===== src/hdl/cache_pkg.sv =====
`default_nettype none

package cache_pkg;

   localparam int TAG_W = 5;
   localparam int INDEX_W = 8;
   localparam int OFFSET_W = 3;
   localparam int WORD_W = 16;
   localparam int SETS = 1 << INDEX_W;
   localparam int LINE_WORDS = 4;

   typedef logic [WORD_W-1:0] word_t;
   typedef logic [TAG_W-1:0] tag_t;
   typedef logic [INDEX_W-1:0] index_t;
   typedef logic [OFFSET_W-1:0] offset_t;

   // Processor byte address split into its fields
   typedef struct packed {
      tag_t    tag;
      index_t  index;
      offset_t offset;
   } addr_fields_t;

   // Shared request from the controller to both ways
   typedef struct packed {
      logic    comp;
      logic    valid_in;
      tag_t    tag;
      index_t  index;
      offset_t offset;
      word_t   data;
   } line_access_t;

   typedef struct packed {
      logic  hit;
      logic  dirty;
      logic  valid;
      tag_t  tag;
      word_t data;
   } way_status_t;

endpackage

`default_nettype wire


===== src/hdl/mem_pkg.sv =====
`default_nettype none

package mem_pkg;

   localparam int BANKS = 4;

   typedef logic [1:0] bank_t;

   typedef struct packed {
      logic             rd;
      logic             wr;
      cache_pkg::word_t addr;
      cache_pkg::word_t data;
   } mem_req_t;

   // Words interleave across banks
   function automatic bank_t bank_of(input cache_pkg::word_t a);
      return a[2:1];
   endfunction

endpackage

`default_nettype wire


===== src/hdl/cache_ctrl.sv =====
`timescale 1ns/1ps
`default_nettype none

module cache_ctrl (
   input  wire                         clk,
   input  wire                         rst_n,
   input  wire cache_pkg::word_t       addr,
   input  wire cache_pkg::word_t       data_in,
   input  wire                         rd,
   input  wire                         wr,
   input  wire cache_pkg::way_status_t status0,
   input  wire cache_pkg::way_status_t status1,
   output cache_pkg::line_access_t     acc,
   output logic [1:0]                  way_en,
   output logic [1:0]                  way_wr,
   output mem_pkg::mem_req_t           mem_req,
   input  wire cache_pkg::word_t       rd_data,
   input  wire                         rd_valid,
   input  wire [mem_pkg::BANKS-1:0]    busy,
   output cache_pkg::word_t            data_out,
   output logic                        done,
   output logic                        stall,
   output logic                        cache_hit,
   output logic                        err
);

   typedef enum logic [2:0] {
      idle, compare, write_back, fill_issue,
      fill_wait, finish_write, respond
   } state_t;

   state_t state;
   state_t state_next;

   cache_pkg::addr_fields_t req_fields;
   cache_pkg::tag_t         tag_q;
   cache_pkg::index_t       index_q;
   cache_pkg::offset_t      offset_q;
   cache_pkg::word_t        data_q;
   cache_pkg::way_status_t  vstat;
   logic                    wr_q;
   logic                    victim_q;
   logic                    err_q;
   mem_pkg::bank_t          issue_cnt;
   mem_pkg::bank_t          ret_cnt;
   logic [cache_pkg::SETS-1:0] mru;

   logic good_req;
   logic bad_req;
   logic hit;
   logic hit_way;
   logic victim_c;
   logic victim;
   logic filling;
   logic issue_ok;

   assign req_fields = addr;
   assign good_req = (rd ^ wr) && !addr[0];
   assign bad_req = (rd || wr) && (addr[0] || (rd && wr));

   assign hit = status0.hit || status1.hit;
   assign hit_way = status1.hit;

   // Empty way first, else the one not used last
   always_comb begin
      if (!status0.valid) begin
         victim_c = 1'b0;
      end else if (!status1.valid) begin
         victim_c = 1'b1;
      end else begin
         victim_c = !mru[index_q];
      end
   end

   assign victim = (state == compare) ? victim_c : victim_q;
   assign vstat = victim ? status1 : status0;
   assign filling = (state == fill_issue) || (state == fill_wait);
   // Word k of a line sits in bank k
   assign issue_ok = !busy[issue_cnt];

   always_comb begin
      acc.comp = (state == compare) || (state == finish_write);
      acc.valid_in = 1'b1;
      acc.tag = tag_q;
      acc.index = index_q;
      acc.data = filling ? rd_data : data_q;
      case (state)
         write_back: acc.offset = {issue_cnt, 1'b0};
         fill_issue, fill_wait: acc.offset = {ret_cnt, 1'b0};
         default: acc.offset = offset_q;
      endcase
   end

   always_comb begin
      way_en = 2'b00;
      way_wr = 2'b00;
      if (state == compare) begin
         way_en = 2'b11;
         way_wr[hit_way] = hit && wr_q;
      end else if (state != idle) begin
         way_en[victim_q] = 1'b1;
         way_wr[victim_q] = (filling && rd_valid) || (state == finish_write);
      end
   end

   always_comb begin
      mem_req.rd = (state == fill_issue) && issue_ok;
      mem_req.wr = (state == write_back) && issue_ok;
      mem_req.addr = {(state == write_back) ? vstat.tag : tag_q, index_q, issue_cnt, 1'b0};
      mem_req.data = vstat.data;
   end

   assign data_out = ((state == compare) ? hit_way : victim_q) ? status1.data : status0.data;
   assign cache_hit = (state == compare) && hit;
   assign done = cache_hit || (state == respond);
   assign stall = ((state == compare) && !hit) || (state == write_back) || filling
                  || (state == finish_write);
   assign err = err_q;

   always_comb begin
      state_next = state;
      case (state)
         idle:
            if (good_req) state_next = compare;
         compare:
            if (hit) state_next = idle;
            else if (vstat.valid && vstat.dirty) state_next = write_back;
            else state_next = fill_issue;
         write_back:
            if (issue_ok && issue_cnt == 2'd3) state_next = fill_issue;
         fill_issue:
            if (issue_ok && issue_cnt == 2'd3) state_next = fill_wait;
         fill_wait:
            if (rd_valid && ret_cnt == 2'd3) state_next = wr_q ? finish_write : respond;
         finish_write:
            state_next = respond;
         default:
            state_next = idle;
      endcase
   end

   always_ff @(posedge clk) begin
      if (!rst_n) begin
         state <= idle;
         err_q <= 1'b0;
         wr_q <= 1'b0;
         victim_q <= 1'b0;
         issue_cnt <= '0;
         ret_cnt <= '0;
         mru <= '0;
      end else begin
         state <= state_next;
         err_q <= (state == idle) && bad_req;
         if (state == idle && good_req) begin
            wr_q <= wr;
         end
         if (state == compare) begin
            victim_q <= victim_c;
            issue_cnt <= '0;
            ret_cnt <= '0;
         end
         // Wraps to zero between write-back and fill
         if ((state == write_back || state == fill_issue) && issue_ok) begin
            issue_cnt <= issue_cnt + 1'b1;
         end
         if (filling && rd_valid) begin
            ret_cnt <= ret_cnt + 1'b1;
         end
         if (cache_hit) begin
            mru[index_q] <= hit_way;
         end else if (state == respond) begin
            mru[index_q] <= victim_q;
         end
      end
   end

   always_ff @(posedge clk) begin
      if (state == idle && good_req) begin
         tag_q <= req_fields.tag;
         index_q <= req_fields.index;
         offset_q <= req_fields.offset;
         data_q <= data_in;
      end
   end

endmodule

`default_nettype wire


===== config.mk =====
export PLATFORM = sky130hd
export DESIGN_NAME = cache_ctrl
export DESIGN_NICKNAME = d
export VERILOG_FILES = /design/src/hdl/cache_pkg.sv /design/src/hdl/mem_pkg.sv /design/src/hdl/cache_ctrl.sv
export SDC_FILE = /design/constraint.sdc
export NUM_CORES = 1
export LEC_CHECK = 0
export ABC_CLOCK_PERIOD_IN_PS = 4100
export BUFFER_PORTS_ARGS = -buffer_cell sky130_fd_sc_hd__buf_2
export CAP_MARGIN = 25
export CORE_MARGIN = 8
export CORE_UTILIZATION = 35
export DETAILED_ROUTE_END_ITERATION = 8
export GPL_TIMING_DRIVEN = 0
export PLACE_DENSITY = 0.59
export SLEW_MARGIN = 20
export SYNTH_ARGS = -nofsm -noshare
export SYNTH_HDL_FRONTEND = slang
export SYNTH_SLANG_ARGS = --single-unit
export TNS_END_PERCENT = 5

===== constraint.sdc =====
create_clock -name clk -period 4.1 [get_ports clk]
set_clock_uncertainty 0.05 [all_clocks]
set_input_delay 0.82 -clock clk [delete_from_list [all_inputs] [get_ports clk]]
set_output_delay 0.82 -clock clk [all_outputs]
set_load 0.05 [all_outputs]

==> flow_summary.toml <==
[critical_path]
start_kind = "register"
r2r_start = "index_q[1]$_DFFE_PP_"
startpoint = "index_q[0]$_DFFE_PP_"
required_ns = 3.23
arrival_ns = 4.05
end_kind = "primary output"
critPathKind = "register to primary output"
worstPathMaxFanout = 8

[power_and_ir_drop]
leakage_uw = 0.00652
peakVddDrop_uv = 241
p_per_area_nw_per_um2 = 411

[drt]
drcViolationCount = 0
drt_wl_total_mm = 65.9
drtAntennaViolNets = 0
wire_per_inst_um = 28.1
vias = 14700
firstDrtPassIters = 6
wl_met1_mm = 26.5
dr.max_layer_used = "met5"
avgViaCountPerCell = 6.29
drtIter0Drc = 1901
wl_met2_mm = 30.2
wl_met3_mm = 6.41

[run_status]
violations = "setup timing"
outcome = "finished, violations left"

[final_layout]
seqCellArea_um2 = 6290
diodes = 0
areaGrowthSynthToFinish_pct = 23.5
fill_cells = 4158
fin_nets = 1884
multiInputGateArea_um2 = 7920
drive_gt1_share_pct = 25.1

[die]
chipHeight_um = 223
initial_core_util_pct = 35.2
die_area_um2 = 49800
core_um2 = 42700
ioPinCount = 197
fp.dieW_um = 223
rows = 76

[global_routing]
track_usage_pct = 25.4
grt_max_degree = 22
overflow = 0
grt_pass1_vias = 14100
antenna_found_initial = 1
grt_pass1_wl_mm = 95.5

[timing]
slew-limit-headroom_pct = 22.0
fmax_ghz = 0.203
finalHoldViolCount = 0
drv_slew = 0
worst_pin_slew_ns = 1.17
fin_crit_sh_pct = 120
setup_tns_ns = -15.10
finalSetupViolations = 26
rsz0062_at_grt = "yes"
fin_crit_ns = 4.92
final.setup.worst_slack_ns = -0.822

[yosys]
synth_area_leaders = "dfxtp_1 35%, o311a_1 7.5%, mux4_2 7.5%"
synth_fp_nets = 1622
yosysTopAreaCell = "dfxtp_1"
synth_most_common_cell = "dfxtp_1"
synthTopCellsByCount = "266 x dfxtp_1, 166 x clkbuf_1, 160 x a21oi_1"
ys_types = 59
synth_ff_type = "dfxtp_1"
synth_top_area_share_pct = 35.4
yosys_warnings = 0
synthCells = 1513
ys_seq_area_share_pct = 41.8
syn_area_um2 = 15000
ys_ff_latch = 298
synth_edf_count = 32
ys_async_sr_fraction_pct = 0
syn_area_per_cell_um2 = 9.94

[place]
globalplace.congestion = 1.02
dpl_worst_slack_ns = -1.19
io_buffers = 193
hpwl_mm = 45.8

[job]
drv_cap = 0

[hold_path]
worstHoldStart = "addr[3]"
min_path_type = "primary input to register"

[clock_tree]
htree_levels = 2
numCtsBuffers = 35
cts_sinks = 298
root_buffer = "clkbuf_16"
cts_tree = "done"
clk_pin_slew_ns = 0.06
hold_buffers = 0
clk_latency_ns = 0.54
clk_path_buf_depth = 3
==> critical path, stage by stage (launching register included) <==
cell      delay, ns
edfxtp_1       0.37
buf_12         0.15
buf_12         0.14
mux4_2         0.55
mux4_2         0.55
a22oi_2        0.22
nand3_2        0.16
a211oi_4       0.30
a311o_2        0.19
a31oi_4        0.11
buf_12         0.17
buf_8          0.13
mux2_4         0.30
buf_6          0.15
==> power by group <==
part / leakage, µW / switching (µW) / internal (µW)
Combinational: 0.00353 / 1090 / 438
Clock: 0.000555 / 1280 / 1800
Sequential: 0.00244 / 23.6 / 2980
==> worst paths after layout <==
check | endpoint | slack (ns) | cells past startpoint
max | mem_req[14] | -0.82 | 13
min | index_q[0]$_DFFE_PP_ | 0.40 | 1
max reg2reg | mru[125]$_SDFFE_PN0P_ | 0.21 | 10
min reg2reg | mru[108]$_SDFFE_PN0P_ | 0.42 | 2
==> stage by stage <==
step           utilization, %  area (µm²)  instances  hold WS (ns)  total power, µW
2_1_floorplan               -       15000       1513         0.399             3960
3_3_place_gp             39.1       16700       2252         0.408             4410
3_5_place_dp             39.2       16700       2253         0.415             4430
4_1_cts                  42.8       18300       2328         0.392             7560
5_1_grt                  43.5       18600       2344         0.396             7820
6_report                 43.5       18600       2344         0.402             7620
==> metal layers <==
layer / GRT usage [%] / up-vias
li1: - / 6414
met1: 32.9 / 7333
met2: 40.2 / 838
met3: 5.49 / 154
met4: 11.4 / 2
met5: 0 / -
==> cell usage in the layout, fill, tap and decap left out, types with 9 or more instances in the layout <==
master,count
clkbuf_16,36
nand2_1,52
buf_12,14
mux2_2,45
edfxtp_1,32
nand3_1,37
o21ai_0,84
mux2i_1,36
a21oi_1,159
nor2b_1,9
o311a_1,113
or3_1,32
mux2_4,9
a22oi_1,14
buf_4,35
clkbuf_1,165
mux4_2,51
buf_6,22
o21bai_1,112
nor2_1,42
nor3_1,11
buf_2,180
a311oi_1,64
nand4_1,53
dfxtp_1,266
nand2b_1,13
==> cell type report <==
class	instances	share of cell area [%]
inverter	10	0.229
sequential	298	33.9
timing repair buffer	228	7.80
clock buffer	50	5.51
clock inverter	10	0.485
tap	546	3.68
multi-input combinational	998	42.7
buffer	204	5.77
==> logic make-up after synthesis <==
logic type | after synthesis | share of synthesized area [%]
AOI/OAI and AO/OA | 581 | 27.5
adders and majority gates | 4 | 0.333
buffers and inverters | 217 | 6.39
DFF | 298 | 41.8
muxes | 143 | 14.7
other | 2 | 0.0500
and+or+nand+nor | 268 | 9.18
==> flip-flops by register name, summed over array words and instances, names as in the netlist <==
signal / count
data_q: 16
err: 1
ret_cnt: 2
tag_q: 5
offset_q: 3
index_q: 8
issue_cnt: 2
state: 3
wr_q: 1
victim_q: 1
mru: 256
==> what timing repair did <==
action / 4_1_cts / 5_1_grt
setup endpoints to repair: 68 / 88
pin swaps: 8 / 10
gates cloned: 1 / 0
setup buffers: 17 / 12
gates resized for setup: 78 / 33
(Power assumes the default switching activity.)
